===== config.mk =====
export PLATFORM = sky130hd
export DESIGN_NAME = rcc_vdd_reg
export DESIGN_NICKNAME = d
export VERILOG_FILES = /design/src/source/rcc_pkg.sv /design/src/source/rcc_reg_decode.sv /design/src/source/rcc_rst_flags.sv /design/src/source/rcc_read_result.sv /design/src/source/rcc_vdd_reg.sv
export SDC_FILE = /design/constraint.sdc
export NUM_CORES = 1
export LEC_CHECK = 0
export ABC_AREA = 1
export BUFFER_PORTS_ARGS = -buffer_cell sky130_fd_sc_hd__buf_2
export CORE_MARGIN = 2
export CORE_UTILIZATION = 52
export CTS_CLUSTER_DIAMETER = 50
export DETAILED_ROUTE_END_ITERATION = 12
export MAX_ROUTING_LAYER = met4
export PLACE_DENSITY = 0.87
export SLEW_MARGIN = 20
export SYNTH_ARGS = -nofsm -noshare
export SYNTH_HDL_FRONTEND = slang
export SYNTH_HIERARCHICAL = 1
export SYNTH_SLANG_ARGS = --single-unit
export TNS_END_PERCENT = 30

===== constraint.sdc =====
create_clock -name clk -period 4.59 [get_ports clk]
set_input_delay 0.459 -clock clk [delete_from_list [all_inputs] [get_ports clk]]
set_output_delay 0.459 -clock clk [all_outputs]
set_load 0.005 [all_outputs]

===== src/source/rcc_pkg.sv =====
// --------------------
// register map and word layout for the reset-cause block
// core k status word sits at 0x04 + 4*k, word aligned only
// bit 18 and bits 15..0 of the status word read as zero
// --------------------
package rcc_pkg;

  // --------------------
  // widths
  // --------------------
  // data word
  localparam int rcc_data_w = 32;
  // byte address
  localparam int rcc_addr_w = 8;
  // reset sources per core
  localparam int num_rst_src = 14;

  // one bit per reset source
  // msb to lsb: lpwr2 lpwr1 wwdg2 wwdg1 iwdg2 iwdg1 sft2 sft1 por pin bor d2 d1 obl
  typedef logic [num_rst_src-1:0] rst_src_t;

  // bit positions inside rst_src_t that the logic refers to by name
  localparam int src_obl   = 0;
  localparam int src_d1    = 1;
  localparam int src_por   = 5;
  localparam int src_lpwr2 = 13;

  // --------------------
  // address map
  // --------------------
  // control/status word
  localparam logic [rcc_addr_w-1:0] addr_csr      = 8'h00;
  // core 0 reset status word
  localparam logic [rcc_addr_w-1:0] addr_rsr_base = 8'h04;

  // --------------------
  // word views
  // --------------------
  // reset status view, one per core
  typedef struct packed {
    // lpwr2 down to d1, same order as rst_src_t
    logic [num_rst_src-2:0] rstf;
    logic                   rsvd18;
    // option byte load
    logic                   oblrstf;
    // remove flags, holds the core's flags clear while set
    logic                   rmvf;
    logic [15:0]            rsvd_lo;
  } rsr_view_t;

  // control/status view
  typedef struct packed {
    logic [rcc_data_w-2:0] rsvd;
    // low speed oscillator enable
    logic                  lsion;
  } csr_view_t;

  // one bus word, read either way depending on the address
  typedef union packed {
    rsr_view_t rsr;
    csr_view_t csr;
  } rcc_word_u;

  // --------------------
  // register select
  // --------------------
  // sel_none covers unknown and misaligned addresses
  typedef enum logic [1:0] {
    sel_csr,
    sel_rsr,
    sel_none
  } reg_sel_e;

endpackage


===== src/source/rcc_reg_decode.sv =====
// --------------------
// one access in flight, the next req is taken after ack was seen
// cmd_valid pulses one cycle, one edge after req is first seen high
// --------------------
`timescale 1ns/1ps

module rcc_reg_decode #(
  parameter int num_cpu = 2,
  localparam int cpu_w = (num_cpu > 1) ? $clog2(num_cpu) : 1
) (
  input  logic                          clk,
  input  logic                          rst,
  input  logic                          req,
  input  logic                          wr,
  input  logic [rcc_pkg::rcc_addr_w-1:0] addr,
  input  rcc_pkg::rcc_word_u            wdata,
  input  logic                          ack,
  output logic                          cmd_valid,
  output logic                          cmd_wr,
  output rcc_pkg::reg_sel_e             cmd_sel,
  output logic [cpu_w-1:0]              cmd_cpu,
  output rcc_pkg::rcc_word_u            cmd_wdata
);
  import rcc_pkg::*;

  // set from acceptance until ack is seen
  logic                  busy;
  // accepted, command issues on the next edge
  logic                  pend;
  logic                  accept;
  // address relative to core 0 status word
  logic [rcc_addr_w-1:0] rsr_off;
  logic [rcc_addr_w-3:0] rsr_idx;
  reg_sel_e              sel_d;
  logic [cpu_w-1:0]      cpu_d;

  // new request, previous one fully closed
  assign accept = req && !ack && !busy;

  // --------------------
  // address decode
  // --------------------
  assign rsr_off = addr - addr_rsr_base;
  assign rsr_idx = rsr_off[rcc_addr_w-1:2];

  always_comb begin
    sel_d = sel_none;
    cpu_d = '0;
    if (addr[1:0] != 2'b00) begin
      // misaligned, nothing selected
      sel_d = sel_none;
    end else if (addr == addr_csr) begin
      sel_d = sel_csr;
    end else if ((addr >= addr_rsr_base) && (int'(rsr_idx) < num_cpu)) begin
      sel_d = sel_rsr;
      cpu_d = rsr_idx[cpu_w-1:0];
    end
  end

  // --------------------
  // handshake state
  // --------------------
  always_ff @(posedge clk) begin
    if (rst) begin
      busy      <= 1'b0;
      pend      <= 1'b0;
      cmd_valid <= 1'b0;
    end else begin
      // pend delays issue by one cycle
      pend      <= accept;
      cmd_valid <= pend;
      if (accept) begin
        busy <= 1'b1;
      end else if (ack) begin
        busy <= 1'b0;
      end
    end
  end

  // command fields, captured on accept and stable while cmd_valid is high
  always_ff @(posedge clk) begin
    if (accept) begin
      cmd_wr    <= wr;
      cmd_sel   <= sel_d;
      cmd_cpu   <= cpu_d;
      cmd_wdata <= wdata;
    end
  end

endmodule


===== src/source/rcc_rst_flags.sv =====
// --------------------
// flags are sticky until the core's rmvf is written 1
// every source sets the same flag in every core
// por flag comes out of rst set, all other state clears
// --------------------
`timescale 1ns/1ps

module rcc_rst_flags #(
  parameter int num_cpu = 2,
  localparam int cpu_w = (num_cpu > 1) ? $clog2(num_cpu) : 1
) (
  input  logic                            clk,
  input  logic                            rst,
  input  rcc_pkg::rst_src_t               rst_src,
  input  logic                            cmd_valid,
  input  logic                            cmd_wr,
  input  rcc_pkg::reg_sel_e               cmd_sel,
  input  logic [cpu_w-1:0]                cmd_cpu,
  input  rcc_pkg::rcc_word_u              cmd_wdata,
  output rcc_pkg::rst_src_t [num_cpu-1:0] flags,
  output logic [num_cpu-1:0]              rmvf,
  output logic                            lsion
);
  import rcc_pkg::*;

  // value after rst, only the power-on flag set
  localparam rst_src_t flags_rst_val = rst_src_t'(1) << src_por;

  // write strobes, one cycle wide
  logic csr_we;
  logic rsr_we;

  assign csr_we = cmd_valid && cmd_wr && (cmd_sel == sel_csr);
  assign rsr_we = cmd_valid && cmd_wr && (cmd_sel == sel_rsr);

  // --------------------
  // per core status
  // --------------------
  for (genvar k = 0; k < num_cpu; k++) begin : g_core

    // remove-flags bit, written through the status view only
    always_ff @(posedge clk) begin
      if (rst) begin
        rmvf[k] <= 1'b0;
      end else if (rsr_we && (cmd_cpu == k[cpu_w-1:0])) begin
        rmvf[k] <= cmd_wdata.rsr.rmvf;
      end
    end

    // sticky flags
    always_ff @(posedge clk) begin
      if (rst) begin
        flags[k] <= flags_rst_val;
      end else if (rmvf[k]) begin
        // rmvf wins over any source pulse
        flags[k] <= '0;
      end else begin
        // accumulate, a flag never clears by itself
        flags[k] <= flags[k] | rst_src;
      end
    end

  end

  // --------------------
  // control/status
  // --------------------
  // lsion lives in bit 0, upper wdata bits ignored
  always_ff @(posedge clk) begin
    if (rst) begin
      lsion <= 1'b0;
    end else if (csr_we) begin
      lsion <= cmd_wdata.csr.lsion;
    end
  end

endmodule


===== src/source/rcc_read_result.sv =====
// --------------------
// result comes one edge after cmd_valid, writes read back zero
// ack holds until req is seen low
// --------------------
`timescale 1ns/1ps

module rcc_read_result #(
  parameter int num_cpu = 2,
  localparam int cpu_w = (num_cpu > 1) ? $clog2(num_cpu) : 1
) (
  input  logic                            clk,
  input  logic                            rst,
  input  logic                            req,
  input  logic                            cmd_valid,
  input  logic                            cmd_wr,
  input  rcc_pkg::reg_sel_e               cmd_sel,
  input  logic [cpu_w-1:0]                cmd_cpu,
  input  rcc_pkg::rst_src_t [num_cpu-1:0] flags,
  input  logic [num_cpu-1:0]              rmvf,
  input  logic                            lsion,
  output logic                            ack,
  output rcc_pkg::rcc_word_u              rdata,
  output logic                            err
);
  import rcc_pkg::*;

  // read word for the selected register
  rcc_word_u rd_word;

  // --------------------
  // read mux
  // --------------------
  always_comb begin
    rd_word = '0;
    case (cmd_sel)
      sel_csr: rd_word.csr.lsion = lsion;
      sel_rsr: begin
        // source order in the word matches rst_src_t
        rd_word.rsr.rstf    = flags[cmd_cpu][src_lpwr2:src_d1];
        rd_word.rsr.oblrstf = flags[cmd_cpu][src_obl];
        rd_word.rsr.rmvf    = rmvf[cmd_cpu];
      end
      default: rd_word = '0;
    endcase
  end

  // --------------------
  // response
  // --------------------
  always_ff @(posedge clk) begin
    if (rst) begin
      ack   <= 1'b0;
      err   <= 1'b0;
      rdata <= '0;
    end else if (cmd_valid) begin
      ack   <= 1'b1;
      err   <= (cmd_sel == sel_none);
      // zero for writes and for unmapped addresses
      rdata <= (cmd_wr || (cmd_sel == sel_none)) ? '0 : rd_word;
    end else if (!req) begin
      // master has let go, close the handshake
      ack <= 1'b0;
    end
  end

endmodule


===== src/source/rcc_vdd_reg.sv =====
// --------------------
// reset-cause status and lsion for num_cpu cores
// four-phase req/ack, one access at a time
// --------------------
`timescale 1ns/1ps

module rcc_vdd_reg #(
  parameter int num_cpu = 2,
  localparam int cpu_w = (num_cpu > 1) ? $clog2(num_cpu) : 1
) (
  input  logic                           clk,
  input  logic                           rst,
  // register port
  input  logic                           req,
  input  logic                           wr,
  input  logic [rcc_pkg::rcc_addr_w-1:0] addr,
  input  rcc_pkg::rcc_word_u             wdata,
  output logic                           ack,
  output rcc_pkg::rcc_word_u             rdata,
  output logic                           err,
  // reset source pulses
  input  rcc_pkg::rst_src_t              rst_src,
  // oscillator enable
  output logic                           lsion
);
  import rcc_pkg::*;

  // --------------------
  // internal wires
  // --------------------
  // decoded command
  logic                      cmd_valid;
  logic                      cmd_wr;
  reg_sel_e                  cmd_sel;
  logic [cpu_w-1:0]          cmd_cpu;
  rcc_word_u                 cmd_wdata;
  // status state per core
  rst_src_t [num_cpu-1:0]    flags;
  logic [num_cpu-1:0]        rmvf;

  // request in, command out
  rcc_reg_decode #(
    .num_cpu (num_cpu)
  ) u_decode (
    .clk       (clk),
    .rst       (rst),
    .req       (req),
    .wr        (wr),
    .addr      (addr),
    .wdata     (wdata),
    .ack       (ack),
    .cmd_valid (cmd_valid),
    .cmd_wr    (cmd_wr),
    .cmd_sel   (cmd_sel),
    .cmd_cpu   (cmd_cpu),
    .cmd_wdata (cmd_wdata)
  );

  // flags, rmvf and lsion
  rcc_rst_flags #(
    .num_cpu (num_cpu)
  ) u_flags (
    .clk       (clk),
    .rst       (rst),
    .rst_src   (rst_src),
    .cmd_valid (cmd_valid),
    .cmd_wr    (cmd_wr),
    .cmd_sel   (cmd_sel),
    .cmd_cpu   (cmd_cpu),
    .cmd_wdata (cmd_wdata),
    .flags     (flags),
    .rmvf      (rmvf),
    .lsion     (lsion)
  );

  // read data and ack
  rcc_read_result #(
    .num_cpu (num_cpu)
  ) u_result (
    .clk       (clk),
    .rst       (rst),
    .req       (req),
    .cmd_valid (cmd_valid),
    .cmd_wr    (cmd_wr),
    .cmd_sel   (cmd_sel),
    .cmd_cpu   (cmd_cpu),
    .flags     (flags),
    .rmvf      (rmvf),
    .lsion     (lsion),
    .ack       (ack),
    .rdata     (rdata),
    .err       (err)
  );

endmodule


# Yosys cells after proc, flatten, opt, wreduce, memory -nomap -nowiden
# Cells that the tools add are included.
# word_totals
out_inout_bits	35
in_bits	58
ff_bits	89
word_cells	64
# classes
n_reduce_logical	19
n_addsub	1
muxes	16
n_eq_ne	3
n_bitwise	4
order_cmp	3
# ops
op	count
32-bit two-way mux	1
14-bit two-way mux	2
14-bit OR	2
13-bit two-way mux	1
6-bit two-way mux	2
8-bit by 3-bit >= comparator with 1-bit output, second input constant	1
1-bit logical AND	8
8-bit logical NOT	1
8-bit by 3-bit subtractor with 8-bit output, second input constant	1
1-bit two-way mux	7
6-bit by 2-bit < comparator with 1-bit output, second input constant	1
2-bit two-way mux	3
2-bit OR reduction	3
2-bit nonzero test	2
3-bit OR reduction	1
2-bit by 1-bit equality test with 1-bit output, second input constant	1
2-bit equality test, second input constant	1
1-bit logical NOT	2
2-bit logical NOT	1
1-bit by 2-bit < comparator with 1-bit output, second input constant	1
2-bit by 1-bit != test with 1-bit output, second input constant	1
1-bit inverter	2
1-bit logical OR	1

# Logic depth before layout (Yosys ltp)
# logic_depth
ltp_word	5
ltp_mapped	8
ltp_nobuf	8

# Hierarchy
# The synthesis kept the hierarchy.
# modules_own_cells
mod	area_per_inst_um2	n_inst	seq_area_each_um2	cells_per_inst
rcc_reg_decode	1337.5	1	1141.1	83
rcc_rst_flags	999.7	1	620.6	121
rcc_read_result	978.4	1	360.3	149

# Least setup slack after synthesis
# Ideal clock, no wire load.
# synth_path
path_type	input-to-reg
start	input req
end	register u_decode.cmd_cpu, enable pin
path_buffers	0
setup_ns	0.474
required_time_ns	4.116
path_stages	2
setup_slack_ns	1.153
arrival_time_ns	2.963
path_cell_list	inv_1 nor3_1
# synth_between
elab_chain_len	2
# synth_lines
item	line_no	source
start: declaration	rcc_vdd_reg.sv:14	input logic req,
1-bit logical AND (2 in a row)	rcc_reg_decode.sv:38	assign accept = req && !ack && !busy;
net u_decode.accept	rcc_reg_decode.sv:30	logic accept;
end signal: assignment	rcc_reg_decode.sv:85	cmd_cpu <= cpu_d;
end: declaration	rcc_reg_decode.sv:21	output logic [cpu_w-1:0] cmd_cpu,
# The timed path passes the listed nets, and every way through them passes these cells.
# A chain may end at the register's enable or synchronous reset.

# Final worst setup path
# layout_path
start	register u_decode.cmd_cpu
end	register u_result/rdata[30] (netlist bit)
# layout_between
elab_chain_len	4
# layout_lines
item	line_no	source
14-bit two-way mux (implied by the code)	rcc_read_result.sv:39	rd_word.rsr.rstf = flags[cmd_cpu][src_lpwr2:src_d1];
14-bit two-way mux	-	
13-bit two-way mux	rcc_read_result.sv:35	case (cmd_sel)
32-bit two-way mux	rcc_read_result.sv:59	rdata <= (cmd_wr || (cmd_sel == sel_none)) ? '0 : rd_word;
end signal: assignment	rcc_read_result.sv:59	
end: declaration	rcc_read_result.sv:22	output rcc_pkg::rcc_word_u rdata,
# No other way between the ends. The select of a mux whose other input is x is not followed.

==> impl_metrics.csv <==
group,metric,value,unit
clock_network,cts_resized,0,
power_and_ir_drop,p_sw,0.2574,mW
timing,fin_crit,1613,ps
global_route,grt_pass1_vias,1762,
setup_path,crit_required,4800,ps
clock_network,cts_setup_buffers,0,
clock_network,htreeDepth,3,
power_and_ir_drop,cellPowerDensity,404.3,nW/um^2
route,viasPerCell,4.693,
setup_path,path_delay_family,"flip-flops",
yosys,ys_warn_count,6,
setup_path,r2r-start,"u_decode/cmd_cpu",
route,drtAntennaViolNets,0,
hold_path,hold_path.class,"input port to flop",
power_and_ir_drop,p_leak,1.382,nW
timing,drv_slew,0,
route,drc,0,
yosys,synth_area_per_cell,7.476,um^2
floorplanning,dieArea,5205,um^2
layout,seq_area,1221,um^2
hold_path,hold_start,"wdata[0]",
outcome,outcome,"completed",
timing,setup_viol_count_final,0,
layout,drive_gt1_share,18.93,%
route,vias,2004,
setup_path,crit_path_top_delay_cell,"edfxtp_1",
layout,diodes,0,
layout,fin_nets,430,
setup_path,path_class,"flop to flop",
floorplanning,start_util,54.71,%
setup_path,end_kind,"flop",
placed_design,gp_congestion,0.7898,
floorplanning,die_width,72.15,um
clock_network,cts_buffers,9,
floorplanning,die_h,72.15,um
global_route,grt_overflow,0,
timing,rsz0062_at_grt,"false",
power_and_ir_drop,switching_share,22.75,%
setup_path,crit_arrival,1830,ps
yosys,syn_inst,323,
clock_network,cts.sinks,58,
global_route,grt_max_degree,23,
yosys,syn_area,2415,um^2
route,post_drt_wl_per_cell,10.88,um
floorplanning,num_io_pins,93,
power_and_ir_drop,combPwrFrac,6.3,%
floorplanning,placementRows,24,
global_route,grt_usage,19.00,%
setup_path,cp_common_cell,"nand2_1",
route,drt_first_pass_iters,5,
setup_path,crit_path_start_kind,"flop",
clock_network,cts_buffer_depth,2,
timing,fmax,620.0,MHz
clock_network,root_buffer,"clkbuf_8",
layout,multiInputGateArea,945.9,um^2
setup_path,cp-startpoint,"u_decode/cmd_cpu",
layout,fillers,371,
setup_path,crit_chain,"inv_2 -> nand2_1 -> nand2_1 -> nand2_1 -> a21oi_1",
power_and_ir_drop,clkPwrFrac,45.3,%
global_route,antenna_found_initial,0,
clock_network,insertion_delay,340,ps
timing,finalCritPeriodShare,35.14,%
timing,finClkSkew,9.514,ps
timing,slew_headroom,50.15,%
setup_path,cpPeakStageDelay,780,ps
global_route,grt_first_pass_wirelength,7224,um
clock_network,clk_pin_slew,70,ps
power_and_ir_drop,seqPwrFrac,48.4,%
placed_design,dp_hpwl,3071,um
power_and_ir_drop,vdd_drop_max,0.2870,mV
floorplanning,core_area,4414,um^2
layout,final_core_util,63.41,%
power_and_ir_drop,intPower,0.8741,mW
setup_path,cp.buffers_inverters,1,
route,drt-total-wl,4647,um
timing,setup-tns-final,0,ps
flow_run,drv_cap,0,
timing,finalHoldViolations,0,
placed_design,io_buffers,46,
setup_path,cp_max_fo,19,
timing,tightest_slew,742.1,ps
clock_network,cts_tree,"done",
route,drtIter0Drc,118,
clock_network,hold_buffers,0,
layout,synthToLayoutAreaGrowth,15.91,%
==> placed cells by master, fill, tap and decap left out <==
master and count:
clkinv_4 1, clkinv_1 1, nor3_1 3, nand3_1 5, a21oi_1 15, inv_2 2, nand4_1 2, nor4_1 1
edfxtp_1 6, nor2_2 2, ha_1 2, inv_1 27, nand2_1 101, buf_2 46, o21ai_0 4, clkinv_2 1
dfxtp_1 52, a21oi_2 3, clkbuf_1 1, nand2_4 2, clkbuf_16 1, clkbuf_8 11, nor2_1 68, bufinv_16 1
conb_1 16, nor2_4 1
==> routing by layer <==
metal | track usage (%) | share of wire, % | up-vias
li1 | - | - | 1048
met1 | 20.14 | 42 | 871
met2 | 30.17 | 49 | 76
met3 | 8.611 | 8.0 | 9
met4 | 9.015 | 1.4 | 0
met5 | - | 0 | -
==> power by group through the flow <==
stage	logic [mW]	clock network [mW]	registers, mW
global route	0.0825	0.542	0.550
CTS	0.0715	0.522	0.548
detailed placement	0.0711	0	0.559
finish	0.0714	0.513	0.548
global placement	0.0685	0	0.558
floorplan	0.0619	0	0.554
==> registers in the layout, summed over array words and instances, names as in the netlist <==
register	cells
u_decode/busy	1
u_decode/cmd_sel	2
u_result/err	1
u_result/rdata	16
u_flags/lsion	1
u_flags/flags	28
u_decode/pend	1
u_flags/rmvf	2
u_result/ack	1
u_decode/cmd_wdata	2
u_decode/cmd_wr	1
u_decode/cmd_valid	1
u_decode/cmd_cpu	1
==> metrics by stage <==
stage | area [um^2] | total power [mW] | hold WS, ps | instances | setup slack (ps)
3_3_place_gp | 2575 | 0.6262 | 390.0 | 411 | 3005
2_1_floorplan | 2471 | 0.6162 | 388.3 | 338 | 3259
5_1_grt | 2799 | 1.174 | 287.4 | 427 | 2870
6_report | 2799 | 1.132 | 295.9 | 427 | 2977
4_1_cts | 2799 | 1.141 | 283.6 | 427 | 2987
3_5_place_dp | 2575 | 0.6300 | 399.4 | 411 | 2994
==> area by class of cell <==
cell class	instances	area share [%]
timing repair buffer	46	8.225
clock buffer	13	6.437
multi-input combinational	225	33.80
inverter	30	4.023
sequential	58	43.63
tap	52	2.325
clock inverter	3	1.565
==> final timing paths <==
path                           endpoint  slack (ps)  depth (start not counted)
setup reg to reg     u_result/rdata[30]        2980                          5
setup / recovery     u_result/rdata[30]        2980                          5
hold reg to reg      u_decode/cmd_valid         400                          2
hold / removal    u_decode/cmd_wdata[0]         300                          1
No activity file was read; power rests on OpenSTA's default activity.
